## src/datapath_mux_pkg.sv

```systemverilog
/* destination register and writeback source mux selects */
`default_nettype none

package datapath_mux_pkg;

	// which instruction field names the destination register
	typedef enum logic {
		SEL_RD,
		SEL_RT
	} reg_dest_sel_t;

	// writeback value source
	typedef enum logic {
		SEL_RESULT,
		SEL_MEMDATA
	} mem_to_reg_sel_t;

endpackage

`default_nettype wire

```

## src/cpu_types_pkg.sv

```systemverilog
/* word and register-number types, opcode, funct and ALU operation enums,
   data RAM size */
`default_nettype none

package cpu_types_pkg;

	typedef logic [31:0] word_t;
	typedef logic [4:0] regbits_t;

	// primary opcodes
	typedef enum logic [5:0] {
		RTYPE = 6'h00,
		BEQ   = 6'h04,
		ADDIU = 6'h09,
		ORI   = 6'h0d,
		LUI   = 6'h0f,
		LW    = 6'h23,
		SW    = 6'h2b,
		HALT  = 6'h3f
	} opcode_t;

	// r-type function field
	typedef enum logic [5:0] {
		SLL   = 6'h00,
		ADDU  = 6'h21,
		SUBU  = 6'h23,
		AND_F = 6'h24,
		OR_F  = 6'h25,
		XOR_F = 6'h26,
		SLT   = 6'h2a
	} funct_t;

	typedef enum logic [3:0] {
		ALU_ADD,
		ALU_SUB,
		ALU_AND,
		ALU_OR,
		ALU_XOR,
		ALU_SLT,
		ALU_SLL,
		ALU_LUI
	} aluop_t;

	// data RAM geometry
	localparam int DMEM_WORDS = 64;
	localparam int DMEM_ABITS = 6;

endpackage

`default_nettype wire
```

## src/ex_mem_reg_if.sv

```systemverilog
/* EX/MEM register interface with ex, regs and mem modports */
`timescale 1ns/1ps
`default_nettype none

interface ex_mem_reg_if;

	// stage control, driven from the top level
	logic enable;
	logic flush;

	// execute side
	logic WEN, dREN, dWEN, halt, branch, zero;
	datapath_mux_pkg::reg_dest_sel_t reg_dest;
	datapath_mux_pkg::mem_to_reg_sel_t mem_to_reg;
	cpu_types_pkg::aluop_t alu_op;
	cpu_types_pkg::word_t result, data_store, branch_addr;
	cpu_types_pkg::regbits_t Rt, Rd;

	// tracker fields
	cpu_types_pkg::word_t npc, rdat1;
	cpu_types_pkg::opcode_t opcode;
	cpu_types_pkg::funct_t funct;
	logic [15:0] imm16;
	cpu_types_pkg::regbits_t Rs;

	// registered copies
	logic WEN_ex_mem, dREN_ex_mem, dWEN_ex_mem, halt_ex_mem, branch_ex_mem, zero_ex_mem;
	datapath_mux_pkg::reg_dest_sel_t reg_dest_ex_mem;
	datapath_mux_pkg::mem_to_reg_sel_t mem_to_reg_ex_mem;
	cpu_types_pkg::aluop_t alu_op_ex_mem;
	cpu_types_pkg::word_t result_ex_mem, data_store_ex_mem, branch_addr_ex_mem;
	cpu_types_pkg::regbits_t Rt_ex_mem, Rd_ex_mem;
	cpu_types_pkg::word_t npc_ex_mem, rdat1_ex_mem;
	cpu_types_pkg::opcode_t opcode_ex_mem;
	cpu_types_pkg::funct_t funct_ex_mem;
	logic [15:0] imm16_ex_mem;
	cpu_types_pkg::regbits_t Rs_ex_mem;

	modport ex (
		output WEN, dREN, dWEN, halt, branch, zero, reg_dest, mem_to_reg, alu_op,
		output result, data_store, branch_addr, Rt, Rd,
		output npc, rdat1, opcode, funct, imm16, Rs
	);

	modport regs (
		input enable, flush,
		input WEN, dREN, dWEN, halt, branch, zero, reg_dest, mem_to_reg, alu_op,
		input result, data_store, branch_addr, Rt, Rd,
		input npc, rdat1, opcode, funct, imm16, Rs,
		output WEN_ex_mem, dREN_ex_mem, dWEN_ex_mem, halt_ex_mem, branch_ex_mem, zero_ex_mem,
		output reg_dest_ex_mem, mem_to_reg_ex_mem, alu_op_ex_mem,
		output result_ex_mem, data_store_ex_mem, branch_addr_ex_mem, Rt_ex_mem, Rd_ex_mem,
		output npc_ex_mem, rdat1_ex_mem, opcode_ex_mem, funct_ex_mem, imm16_ex_mem, Rs_ex_mem
	);

	modport mem (
		input WEN_ex_mem, dREN_ex_mem, dWEN_ex_mem, halt_ex_mem, branch_ex_mem, zero_ex_mem,
		input reg_dest_ex_mem, mem_to_reg_ex_mem, alu_op_ex_mem,
		input result_ex_mem, data_store_ex_mem, branch_addr_ex_mem, Rt_ex_mem, Rd_ex_mem,
		input npc_ex_mem, rdat1_ex_mem, opcode_ex_mem, funct_ex_mem, imm16_ex_mem, Rs_ex_mem
	);

endinterface

`default_nettype wire

```

## src/pipe_backend.sv

```systemverilog
/* pipeline back end top: execute, EX/MEM register, memory and writeback */
`timescale 1ns/1ps
`default_nettype none

module pipe_backend (
	input  logic                    CLK,
	input  logic                    nRST,
	input  logic                    enable,
	input  logic                    flush,
	input  cpu_types_pkg::opcode_t  id_opcode,
	input  cpu_types_pkg::funct_t   id_funct,
	input  cpu_types_pkg::word_t    id_rdat1,
	input  cpu_types_pkg::word_t    id_rdat2,
	input  logic [15:0]             id_imm16,
	input  cpu_types_pkg::regbits_t id_rs,
	input  cpu_types_pkg::regbits_t id_rt,
	input  cpu_types_pkg::regbits_t id_rd,
	input  cpu_types_pkg::word_t    id_npc,
	output logic                    wb_wen,
	output cpu_types_pkg::regbits_t wb_addr,
	output cpu_types_pkg::word_t    wb_data,
	output logic                    halt,
	output logic                    branch_taken,
	output cpu_types_pkg::word_t    branch_target
);

	ex_mem_reg_if exmif ();

	// stage control comes straight from outside
	assign exmif.enable = enable;
	assign exmif.flush = flush;

	ex_stage u_ex (
		.id_opcode (id_opcode),
		.id_funct  (id_funct),
		.id_rdat1  (id_rdat1),
		.id_rdat2  (id_rdat2),
		.id_imm16  (id_imm16),
		.id_rs     (id_rs),
		.id_rt     (id_rt),
		.id_rd     (id_rd),
		.id_npc    (id_npc),
		.exif      (exmif.ex)
	);

	ex_mem_reg u_ex_mem (
		.CLK          (CLK),
		.nRST         (nRST),
		.ex_mem_regif (exmif.regs)
	);

	mem_stage u_mem (
		.CLK           (CLK),
		.nRST          (nRST),
		.enable        (enable),
		.memif         (exmif.mem),
		.wb_wen        (wb_wen),
		.wb_addr       (wb_addr),
		.wb_data       (wb_data),
		.halt          (halt),
		.branch_taken  (branch_taken),
		.branch_target (branch_target)
	);

endmodule

`default_nettype wire

```

## src/mem_stage.sv

```systemverilog
/* memory stage: data RAM, writeback and destination muxes, writeback register */
`timescale 1ns/1ps
`default_nettype none

module mem_stage (
	input  logic                    CLK,
	input  logic                    nRST,
	input  logic                    enable,
	ex_mem_reg_if.mem               memif,
	output logic                    wb_wen,
	output cpu_types_pkg::regbits_t wb_addr,
	output cpu_types_pkg::word_t    wb_data,
	output logic                    halt,
	output logic                    branch_taken,
	output cpu_types_pkg::word_t    branch_target
);

	cpu_types_pkg::word_t dmem [cpu_types_pkg::DMEM_WORDS];
	logic [cpu_types_pkg::DMEM_ABITS-1:0] dmem_idx;
	cpu_types_pkg::word_t dmem_rdata;
	cpu_types_pkg::word_t wb_data_nxt;
	cpu_types_pkg::regbits_t wb_addr_nxt;

	// word index from the byte address
	assign dmem_idx = memif.result_ex_mem[cpu_types_pkg::DMEM_ABITS+1:2];
	assign dmem_rdata = memif.dREN_ex_mem ? dmem[dmem_idx] : '0;

	// RAM clears on reset so unwritten words read back as zero
	always_ff @(posedge CLK, negedge nRST) begin
		if (!nRST) begin
			for (int i = 0; i < cpu_types_pkg::DMEM_WORDS; i++) begin
				dmem[i] <= '0;
			end
		end else if (enable && memif.dWEN_ex_mem) begin
			dmem[dmem_idx] <= memif.data_store_ex_mem;
		end
	end

	assign wb_data_nxt = (memif.mem_to_reg_ex_mem == datapath_mux_pkg::SEL_MEMDATA) ?
		dmem_rdata : memif.result_ex_mem;
	assign wb_addr_nxt = (memif.reg_dest_ex_mem == datapath_mux_pkg::SEL_RD) ?
		memif.Rd_ex_mem : memif.Rt_ex_mem;

	always_ff @(posedge CLK, negedge nRST) begin
		if (!nRST) begin
			wb_wen <= 1'b0;
			wb_addr <= '0;
			wb_data <= '0;
			halt <= 1'b0;
			branch_taken <= 1'b0;
			branch_target <= '0;
		end else if (enable) begin
			wb_wen <= memif.WEN_ex_mem;
			wb_addr <= wb_addr_nxt;
			wb_data <= wb_data_nxt;
			halt <= halt | memif.halt_ex_mem;
			branch_taken <= memif.branch_ex_mem & memif.zero_ex_mem;
			branch_target <= memif.branch_addr_ex_mem;
		end else begin
			// stalled, nothing retires; halt stays sticky
			wb_wen <= 1'b0;
			branch_taken <= 1'b0;
		end
	end

endmodule

`default_nettype wire

```

## src/ex_mem_reg.sv

```systemverilog
/* EX/MEM pipeline register with enable and flush */
`timescale 1ns/1ps
`default_nettype none

module ex_mem_reg (
	input logic            CLK,
	input logic            nRST,
	ex_mem_reg_if.regs     ex_mem_regif
);

	// flush wins over load, load wins over hold
	// reset state is the bubble
	always_ff @(posedge CLK, negedge nRST) begin
		if (!nRST) begin
			ex_mem_regif.WEN_ex_mem <= 1'b0;
			ex_mem_regif.dREN_ex_mem <= 1'b0;
			ex_mem_regif.dWEN_ex_mem <= 1'b0;
			ex_mem_regif.halt_ex_mem <= 1'b0;
			ex_mem_regif.branch_ex_mem <= 1'b0;
			ex_mem_regif.zero_ex_mem <= 1'b0;
			ex_mem_regif.reg_dest_ex_mem <= datapath_mux_pkg::SEL_RD;
			ex_mem_regif.mem_to_reg_ex_mem <= datapath_mux_pkg::SEL_RESULT;
			ex_mem_regif.alu_op_ex_mem <= cpu_types_pkg::ALU_ADD;
			ex_mem_regif.result_ex_mem <= '0;
			ex_mem_regif.data_store_ex_mem <= '0;
			ex_mem_regif.branch_addr_ex_mem <= '0;
			ex_mem_regif.Rt_ex_mem <= '0;
			ex_mem_regif.Rd_ex_mem <= '0;
			ex_mem_regif.npc_ex_mem <= '0;
			ex_mem_regif.rdat1_ex_mem <= '0;
			ex_mem_regif.opcode_ex_mem <= cpu_types_pkg::RTYPE;
			ex_mem_regif.funct_ex_mem <= cpu_types_pkg::ADDU;
			ex_mem_regif.imm16_ex_mem <= '0;
			ex_mem_regif.Rs_ex_mem <= '0;
		end else if (ex_mem_regif.enable && !ex_mem_regif.flush) begin
			ex_mem_regif.WEN_ex_mem <= ex_mem_regif.WEN;
			ex_mem_regif.dREN_ex_mem <= ex_mem_regif.dREN;
			ex_mem_regif.dWEN_ex_mem <= ex_mem_regif.dWEN;
			ex_mem_regif.halt_ex_mem <= ex_mem_regif.halt;
			ex_mem_regif.branch_ex_mem <= ex_mem_regif.branch;
			ex_mem_regif.zero_ex_mem <= ex_mem_regif.zero;
			ex_mem_regif.reg_dest_ex_mem <= ex_mem_regif.reg_dest;
			ex_mem_regif.mem_to_reg_ex_mem <= ex_mem_regif.mem_to_reg;
			ex_mem_regif.alu_op_ex_mem <= ex_mem_regif.alu_op;
			ex_mem_regif.result_ex_mem <= ex_mem_regif.result;
			ex_mem_regif.data_store_ex_mem <= ex_mem_regif.data_store;
			ex_mem_regif.branch_addr_ex_mem <= ex_mem_regif.branch_addr;
			ex_mem_regif.Rt_ex_mem <= ex_mem_regif.Rt;
			ex_mem_regif.Rd_ex_mem <= ex_mem_regif.Rd;
			// tracker
			ex_mem_regif.npc_ex_mem <= ex_mem_regif.npc;
			ex_mem_regif.rdat1_ex_mem <= ex_mem_regif.rdat1;
			ex_mem_regif.opcode_ex_mem <= ex_mem_regif.opcode;
			ex_mem_regif.funct_ex_mem <= ex_mem_regif.funct;
			ex_mem_regif.imm16_ex_mem <= ex_mem_regif.imm16;
			ex_mem_regif.Rs_ex_mem <= ex_mem_regif.Rs;
		end else if (ex_mem_regif.flush) begin
			// bubble, an r-type ADDU that writes nothing
			ex_mem_regif.WEN_ex_mem <= 1'b0;
			ex_mem_regif.dREN_ex_mem <= 1'b0;
			ex_mem_regif.dWEN_ex_mem <= 1'b0;
			ex_mem_regif.halt_ex_mem <= 1'b0;
			ex_mem_regif.branch_ex_mem <= 1'b0;
			ex_mem_regif.zero_ex_mem <= 1'b0;
			ex_mem_regif.reg_dest_ex_mem <= datapath_mux_pkg::SEL_RD;
			ex_mem_regif.mem_to_reg_ex_mem <= datapath_mux_pkg::SEL_RESULT;
			ex_mem_regif.alu_op_ex_mem <= cpu_types_pkg::ALU_ADD;
			ex_mem_regif.result_ex_mem <= '0;
			ex_mem_regif.data_store_ex_mem <= '0;
			ex_mem_regif.branch_addr_ex_mem <= '0;
			ex_mem_regif.Rt_ex_mem <= '0;
			ex_mem_regif.Rd_ex_mem <= '0;
			ex_mem_regif.npc_ex_mem <= '0;
			ex_mem_regif.rdat1_ex_mem <= '0;
			ex_mem_regif.opcode_ex_mem <= cpu_types_pkg::RTYPE;
			ex_mem_regif.funct_ex_mem <= cpu_types_pkg::ADDU;
			ex_mem_regif.imm16_ex_mem <= '0;
			ex_mem_regif.Rs_ex_mem <= '0;
		end
	end

endmodule

`default_nettype wire

```

## src/ex_stage.sv

```systemverilog
/* execute stage: control decode, ALU, zero flag, branch target */
`timescale 1ns/1ps
`default_nettype none

module ex_stage (
	input  cpu_types_pkg::opcode_t  id_opcode,
	input  cpu_types_pkg::funct_t   id_funct,
	input  cpu_types_pkg::word_t    id_rdat1,
	input  cpu_types_pkg::word_t    id_rdat2,
	input  logic [15:0]             id_imm16,
	input  cpu_types_pkg::regbits_t id_rs,
	input  cpu_types_pkg::regbits_t id_rt,
	input  cpu_types_pkg::regbits_t id_rd,
	input  cpu_types_pkg::word_t    id_npc,
	ex_mem_reg_if.ex                exif
);

	cpu_types_pkg::word_t imm_sext;
	cpu_types_pkg::word_t imm_zext;
	cpu_types_pkg::word_t alu_b;
	cpu_types_pkg::aluop_t alu_op;
	logic [4:0] shamt;

	assign imm_sext = {{16{id_imm16[15]}}, id_imm16};
	assign imm_zext = {16'h0000, id_imm16};
	// shamt sits in bits 10:6 of the r-type word
	assign shamt = id_imm16[10:6];

	always_comb begin
		exif.WEN = 1'b0;
		exif.dREN = 1'b0;
		exif.dWEN = 1'b0;
		exif.halt = 1'b0;
		exif.branch = 1'b0;
		exif.reg_dest = datapath_mux_pkg::SEL_RT;
		exif.mem_to_reg = datapath_mux_pkg::SEL_RESULT;
		alu_op = cpu_types_pkg::ALU_ADD;
		alu_b = imm_sext;
		case (id_opcode)
			cpu_types_pkg::RTYPE: begin
				exif.reg_dest = datapath_mux_pkg::SEL_RD;
				exif.WEN = 1'b1;
				alu_b = id_rdat2;
				case (id_funct)
					cpu_types_pkg::ADDU:  alu_op = cpu_types_pkg::ALU_ADD;
					cpu_types_pkg::SUBU:  alu_op = cpu_types_pkg::ALU_SUB;
					cpu_types_pkg::AND_F: alu_op = cpu_types_pkg::ALU_AND;
					cpu_types_pkg::OR_F:  alu_op = cpu_types_pkg::ALU_OR;
					cpu_types_pkg::XOR_F: alu_op = cpu_types_pkg::ALU_XOR;
					cpu_types_pkg::SLT:   alu_op = cpu_types_pkg::ALU_SLT;
					cpu_types_pkg::SLL:   alu_op = cpu_types_pkg::ALU_SLL;
					default:              exif.WEN = 1'b0;
				endcase
			end
			cpu_types_pkg::ADDIU: exif.WEN = 1'b1;
			cpu_types_pkg::ORI: begin
				exif.WEN = 1'b1;
				alu_op = cpu_types_pkg::ALU_OR;
				alu_b = imm_zext;
			end
			cpu_types_pkg::LUI: begin
				exif.WEN = 1'b1;
				alu_op = cpu_types_pkg::ALU_LUI;
			end
			cpu_types_pkg::LW: begin
				exif.WEN = 1'b1;
				exif.dREN = 1'b1;
				exif.mem_to_reg = datapath_mux_pkg::SEL_MEMDATA;
			end
			cpu_types_pkg::SW: exif.dWEN = 1'b1;
			cpu_types_pkg::BEQ: begin
				exif.branch = 1'b1;
				alu_op = cpu_types_pkg::ALU_SUB;
				alu_b = id_rdat2;
			end
			cpu_types_pkg::HALT: exif.halt = 1'b1;
			default: ;
		endcase
	end

	always_comb begin
		case (alu_op)
			cpu_types_pkg::ALU_ADD: exif.result = id_rdat1 + alu_b;
			cpu_types_pkg::ALU_SUB: exif.result = id_rdat1 - alu_b;
			cpu_types_pkg::ALU_AND: exif.result = id_rdat1 & alu_b;
			cpu_types_pkg::ALU_OR:  exif.result = id_rdat1 | alu_b;
			cpu_types_pkg::ALU_XOR: exif.result = id_rdat1 ^ alu_b;
			cpu_types_pkg::ALU_SLT: exif.result = {31'd0, $signed(id_rdat1) < $signed(alu_b)};
			cpu_types_pkg::ALU_SLL: exif.result = alu_b << shamt;
			cpu_types_pkg::ALU_LUI: exif.result = {id_imm16, 16'h0000};
			default:                exif.result = '0;
		endcase
	end

	// for BEQ the subtract is zero exactly when the operands match
	assign exif.zero = (exif.result == '0);
	assign exif.branch_addr = id_npc + (imm_sext << 2);
	assign exif.alu_op = alu_op;
	assign exif.data_store = id_rdat2;
	assign exif.Rt = id_rt;
	assign exif.Rd = id_rd;

	// tracker
	assign exif.npc = id_npc;
	assign exif.rdat1 = id_rdat1;
	assign exif.opcode = id_opcode;
	assign exif.funct = id_funct;
	assign exif.imm16 = id_imm16;
	assign exif.Rs = id_rs;

endmodule

`default_nettype wire

```

## config.mk

```make
export PLATFORM = sky130hd
export DESIGN_NAME = pipe_backend
export DESIGN_NICKNAME = d
export VERILOG_FILES = /design/src/datapath_mux_pkg.sv /design/src/cpu_types_pkg.sv /design/src/ex_mem_reg_if.sv /design/src/pipe_backend.sv /design/src/mem_stage.sv /design/src/ex_mem_reg.sv /design/src/ex_stage.sv
export SDC_FILE = /design/constraint.sdc
export NUM_CORES = 2
export LEC_CHECK = 0
export BUFFER_PORTS_ARGS = -buffer_cell sky130_fd_sc_hd__buf_2
export CORE_ASPECT_RATIO = 1.25
export CORE_MARGIN = 2
export CORE_UTILIZATION = 45
export DETAILED_ROUTE_END_ITERATION = 12
export HOLD_SLACK_MARGIN = 0.15
export PLACE_DENSITY = 0.69
export SYNTH_ARGS = -nofsm -noshare
export SYNTH_HDL_FRONTEND = slang
export SYNTH_SLANG_ARGS = --single-unit
```

## constraint.sdc

```tcl
create_clock -name CLK -period 2.8 [get_ports CLK]
set_input_delay 0.56 -clock CLK [delete_from_list [all_inputs] [get_ports CLK]]
set_output_delay 0.56 -clock CLK [all_outputs]
set_load 0.01 [all_outputs]
```

==> metrics.md <==
| Metric | Value |
|---|---|
| Count of cell types in the netlist | `95` |
| Net Sw Frac | `0.272` |
| Final setup violation count | `1761` |
| Total clock sinks | `2233` |
| Synth Flop Type | `sky130_fd_sc_hd__dfrtp_1` |
| Layout cells sized above 1 | `0.560` |
| Residual antenna-violating net count after detailed routing | `0` |
| Number of I/O port buffers | `209` |
| Total CTS buffers | `217` |
| Worst hold slack | `0.182 ns` |
| Number of inserted filler cells in the final layout | `18.6k` |
| Average wire per standard cell | `33.1 um` |
| Initial DRC Count | `8113` |
| Number of vias per cell after detailed routing | `6.29` |
| Final hold violation count | `0` |
| Maximum fanout encountered on the critical timing path | `6` |
| Post-synthesis cell area | `0.109 mm^2` |
| Portion of total power attributed to the clock network | `0.402` |
| Synthesis-to-layout area growth | `28.5%` |
| Total internal power | `54400 uW` |
| Effective utilization at floorplan | `0.452` |
| Failing checks | `setup timing` |
| Sum of routed wire length over all layers | `424000 um` |
| Overflow after GRT | `0` |
| Period utilisation layout | `1.37` |
| Switching component of the power | `20400 uW` |
| Setup skew after layout | `0.0660 ns` |
| Via Count | `80.7k` |
| Die Width | `445 um` |
| Kind of start point of the critical path | `primary input` |
| Achievable Freq | `0.261 GHz` |
| Multi-input gate area | `0.0540 mm^2` |
| Total power | `74800 uW` |
| Aggregate global-route resource usage | `0.338` |
| Avg Cell Area, Syn | `13.5 um^2` |
| Sequential share of the synthesized area | `0.510` |
| P_leak | `0.0665 uW` |
| DP Wirelength | `292000 um` |
| Number of synthesized flops with an enable pin | `0` |
| Vias in the first global route | `84.1k` |
| Setup repair after global routing missed its margin | `true` |
| Tightest Hold Check Type | `in -> reg` |
| Global-route wire length before repair | `606000 um` |
| Syn. warnings | `0` |
| R2R Setup Slk | `-0.67 ns` |
| Maximum number of pins on one net before global-route repair | `107` |
| Part of the total power dissipated in sequential elements | `0.443` |
| Maximum level of the CTS H-tree | `4` |
| Peak supply drop | `0.557 mV` |
| TritonCTS clock tree | `yes` |
| Core Box Area | `0.242 mm^2` |
| Post-synth top area cell | `sky130_fd_sc_hd__dfrtp_1` |
| Required time of the critical path | `3.64 ns` |
| CP endpoint kind | `flop` |
| Number of buffers between clock root and the deepest sink | `4` |
| DIE AREA | `0.247 mm^2` |
| Final max-slew violation count | `0` |
| Min cycle time layout | `3.84 ns` |
| Critical path type | `in -> reg` |
| Critical Path AT | `4.68 ns` |
| Max-cap check violation count | `0` |
| Worst relative slew slack | `0.166` |
| Placer Congestion | `1.02` |
| Outcome | `finished with violations` |
| Async set-reset flop share out of synthesis | `1.00` |
| First-pass iteration count of the detailed router | `5` |
| Io pins | `215` |
| Post-synthesis net count | `8411` |
| Cells after synthesis | `8126` |
| Clock tree root driver cell | `sky130_fd_sc_hd__clkbuf_16` |
| Worst-Skew Late Latency | `0.94 ns` |
| Net count of the finished layout | `9771` |
| Area share of the leading cell type in the synthesized netlist | `0.510` |
| Post-route DRC | `0` |
| Clock edge transition at the registers on the reported setup and hold paths | `0.07 ns` |
| Transition time of the tightest slew-check pin | `1.25 ns` |
| Overall die height | `555 um` |
| Cell types with the largest area share after synthesis | `sky130_fd_sc_hd__dfrtp_1, sky130_fd_sc_hd__mux2_2, sky130_fd_sc_hd__mux4_2` |
| Power density of the placed cells | `531 mW/mm^2` |
| Area of all sequential standard cells | `0.0559 mm^2` |
| Site row count | `202` |
| Flops & latches, synth | `2233` |
| Initial antenna violation count | `25` |
| Proportion of power drawn by combinational gates | `0.155` |
| Fin worst setup slack | `-1.04 ns` |
-- synthesized netlist by cell type, types with 13 or more instances --
cell / instances
sky130_fd_sc_hd__xnor2_1: 38
sky130_fd_sc_hd__a221oi_1: 98
sky130_fd_sc_hd__clkbuf_1: 603
sky130_fd_sc_hd__buf_1: 47
sky130_fd_sc_hd__o221ai_1: 41
sky130_fd_sc_hd__a221o_1: 31
sky130_fd_sc_hd__a22oi_1: 76
sky130_fd_sc_hd__o22ai_1: 53
sky130_fd_sc_hd__a22o_1: 28
sky130_fd_sc_hd__a21oi_1: 214
sky130_fd_sc_hd__buf_2: 109
sky130_fd_sc_hd__nor2b_1: 18
sky130_fd_sc_hd__nor2_1: 351
sky130_fd_sc_hd__nor4_1: 13
sky130_fd_sc_hd__mux4_2: 389
sky130_fd_sc_hd__nand2b_1: 18
sky130_fd_sc_hd__dfrtp_1: 2233
sky130_fd_sc_hd__nor3_1: 47
sky130_fd_sc_hd__nand2_1: 243
sky130_fd_sc_hd__nand3_1: 63
sky130_fd_sc_hd__nand4_1: 15
sky130_fd_sc_hd__mux2i_1: 286
sky130_fd_sc_hd__a222oi_1: 13
sky130_fd_sc_hd__o211ai_1: 44
sky130_fd_sc_hd__a21o_1: 34
sky130_fd_sc_hd__o21ai_0: 193
sky130_fd_sc_hd__a31oi_1: 32
sky130_fd_sc_hd__o21bai_1: 14
sky130_fd_sc_hd__inv_1: 121
sky130_fd_sc_hd__a211oi_1: 71
sky130_fd_sc_hd__xor2_1: 16
sky130_fd_sc_hd__mux2_2: 2215
sky130_fd_sc_hd__ha_1: 139
-- repair_timing --
action	4_1_cts	5_1_grt
endpoints found under the setup margin	1890	1848
gates cloned	24	9
pin swaps	111	204
endpoints found under the hold margin	496	1
hold buffers	36	1
buffers inserted	123	129
gates resized for setup	554	407
-- registers in the layout, summed over array words and instances, names as in the netlist --
register                                  count
u_ex_mem.ex_mem_regif.Rd_ex_mem               5
u_ex_mem.ex_mem_regif.Rt_ex_mem               5
u_ex_mem.ex_mem_regif.WEN_ex_mem              1
u_ex_mem.ex_mem_regif.branch_addr_ex_mem     32
u_ex_mem.ex_mem_regif.branch_ex_mem           1
u_ex_mem.ex_mem_regif.dREN_ex_mem             1
u_ex_mem.ex_mem_regif.dWEN_ex_mem             1
u_ex_mem.ex_mem_regif.data_store_ex_mem      32
u_ex_mem.ex_mem_regif.halt_ex_mem             1
u_ex_mem.ex_mem_regif.reg_dest_ex_mem         1
u_ex_mem.ex_mem_regif.result_ex_mem          32
u_ex_mem.ex_mem_regif.zero_ex_mem             1
u_mem.branch_taken                            1
u_mem.branch_target                          32
u_mem.dmem                                 2048
u_mem.halt                                    1
u_mem.wb_addr                                 5
u_mem.wb_data                                32
u_mem.wb_wen                                  1
-- worst paths after layout --
| path | from | endpoint | cells after the start |
|---|---|---|---|
| max | id_opcode[5] | u_ex_mem.ex_mem_regif.zero_ex_mem$_DFFE_PN0P_ | 23 |
| min | id_rdat2[14] | u_ex_mem.ex_mem_regif.data_store_ex_mem[14]$_DFFE_PN0P_ | 4 |
| max reg2reg | u_ex_mem.ex_mem_regif.result_ex_mem[3]$_DFFE_PN0P_ | u_mem.wb_data[23]$_DFFE_PN0P_ | 11 |
| min reg2reg | u_mem.halt$_DFFE_PN0P_ | u_mem.halt$_DFFE_PN0P_ | 1 |
| max in group asynchronous | nRST | u_mem.dmem[272]$_DFFE_PN0P_ | 4 |
| min in group asynchronous | nRST | u_ex_mem.ex_mem_regif.branch_ex_mem$_DFFE_PN0P_ | 2 |
-- layout by cell type, fill, tap and decap left out, types with 33 or more instances in the layout --
cell / n
sky130_fd_sc_hd__mux2_4: 89
sky130_fd_sc_hd__nor2_1: 258
sky130_fd_sc_hd__o21ai_1: 46
sky130_fd_sc_hd__o211ai_1: 44
sky130_fd_sc_hd__nor2_4: 83
sky130_fd_sc_hd__buf_12: 286
sky130_fd_sc_hd__dlygate4sd3_1: 37
sky130_fd_sc_hd__ha_1: 107
sky130_fd_sc_hd__mux2i_1: 258
sky130_fd_sc_hd__mux4_2: 389
sky130_fd_sc_hd__nand2_1: 214
sky130_fd_sc_hd__a22oi_1: 62
sky130_fd_sc_hd__o21ai_0: 118
sky130_fd_sc_hd__buf_16: 34
sky130_fd_sc_hd__buf_4: 1191
sky130_fd_sc_hd__o22ai_1: 33
sky130_fd_sc_hd__nand3_1: 54
sky130_fd_sc_hd__buf_2: 204
sky130_fd_sc_hd__mux2_2: 2126
sky130_fd_sc_hd__clkbuf_8: 39
sky130_fd_sc_hd__dfrtp_1: 2194
sky130_fd_sc_hd__a211oi_2: 33
sky130_fd_sc_hd__dfrtp_2: 34
sky130_fd_sc_hd__a221oi_2: 39
sky130_fd_sc_hd__buf_6: 114
sky130_fd_sc_hd__a21oi_1: 154
sky130_fd_sc_hd__xnor2_1: 35
sky130_fd_sc_hd__a21oi_2: 55
sky130_fd_sc_hd__clkbuf_1: 62
sky130_fd_sc_hd__inv_1: 102
sky130_fd_sc_hd__clkbuf_16: 227
sky130_fd_sc_hd__a221oi_1: 55
sky130_fd_sc_hd__a211oi_1: 34
-- critical path: stages --
cell and delay [ns]:
sky130_fd_sc_hd__buf_6 0.10, sky130_fd_sc_hd__buf_6 0.11, sky130_fd_sc_hd__nor3_4 0.25, sky130_fd_sc_hd__nand2_4 0.15, sky130_fd_sc_hd__buf_12 0.19, sky130_fd_sc_hd__mux2i_4 0.20
sky130_fd_sc_hd__ha_4 0.25, sky130_fd_sc_hd__or4_4 0.49, sky130_fd_sc_hd__nand4b_1 0.21, sky130_fd_sc_hd__a21oi_2 0.15, sky130_fd_sc_hd__buf_6 0.14, sky130_fd_sc_hd__buf_6 0.10
sky130_fd_sc_hd__o31ai_4 0.06, sky130_fd_sc_hd__o21ba_4 0.23, sky130_fd_sc_hd__a211oi_2 0.14, sky130_fd_sc_hd__o211ai_1 0.16, sky130_fd_sc_hd__a211oi_2 0.26, sky130_fd_sc_hd__nor4bb_2 0.25
sky130_fd_sc_hd__buf_4 0.17, sky130_fd_sc_hd__and4_1 0.20, sky130_fd_sc_hd__buf_6 0.14, sky130_fd_sc_hd__nand4_1 0.09, sky130_fd_sc_hd__nand2_1 0.07
-- logic make-up after synthesis --
family / after synthesis / synth area share
AND/OR/NAND/NOR: 855 / 0.0354
AO/OA/AOI/OAI: 1059 / 0.0671
XOR/XNOR: 54 / 0.00432
buffers and inverters: 893 / 0.0322
multiplexers: 2890 / 0.334
adder cells (fa/ha/maj): 142 / 0.0164
flip-flops: 2233 / 0.510
-- per-stage QoR --
stage / TNS [ns] / setup slack, ns / std cells / utilization / instance area [um^2]
after global routing: -195.45 / -1.14 / 12800 / 0.581 / 141000
after CTS: -143.37 / -0.937 / 12700 / 0.569 / 138000
final: -209.25 / -1.04 / 12800 / 0.581 / 141000
after detailed placement: -504.10 / -2.31 / 12100 / 0.520 / 126000
after floorplan: -32.71 / -1.73 / 8126 / - / 110000
after global placement: -477.14 / -2.34 / 12100 / 0.520 / 126000
-- cell type report --
type	count	area share
multi-input combinational	5000	0.384
antenna	14	0.000249
inverter	126	0.00355
clock inverter	64	0.00622
clock buffer	319	0.0443
tap	3162	0.0281
sequential	2233	0.398
timing repair buffer	1908	0.136
-- layer usage --
metal / GRT usage / part of all wire
met4: 0.254 / 0.088
met1: 0.404 / 0.36
met5: 0 / 0.00019
met2: 0.541 / 0.47
met3: 0.0670 / 0.078
-- power groups by stage --
stage / Combinational (uW) / Clock [uW] / Sequential, uW
floorplan: 4160 / 0 / 33300
global placement: 9540 / 0 / 33700
detailed placement: 9610 / 0 / 33700
CTS: 10600 / 30200 / 33100
global route: 12000 / 31600 / 33100
finish: 11600 / 30000 / 33100
(Power assumes the default switching activity.)
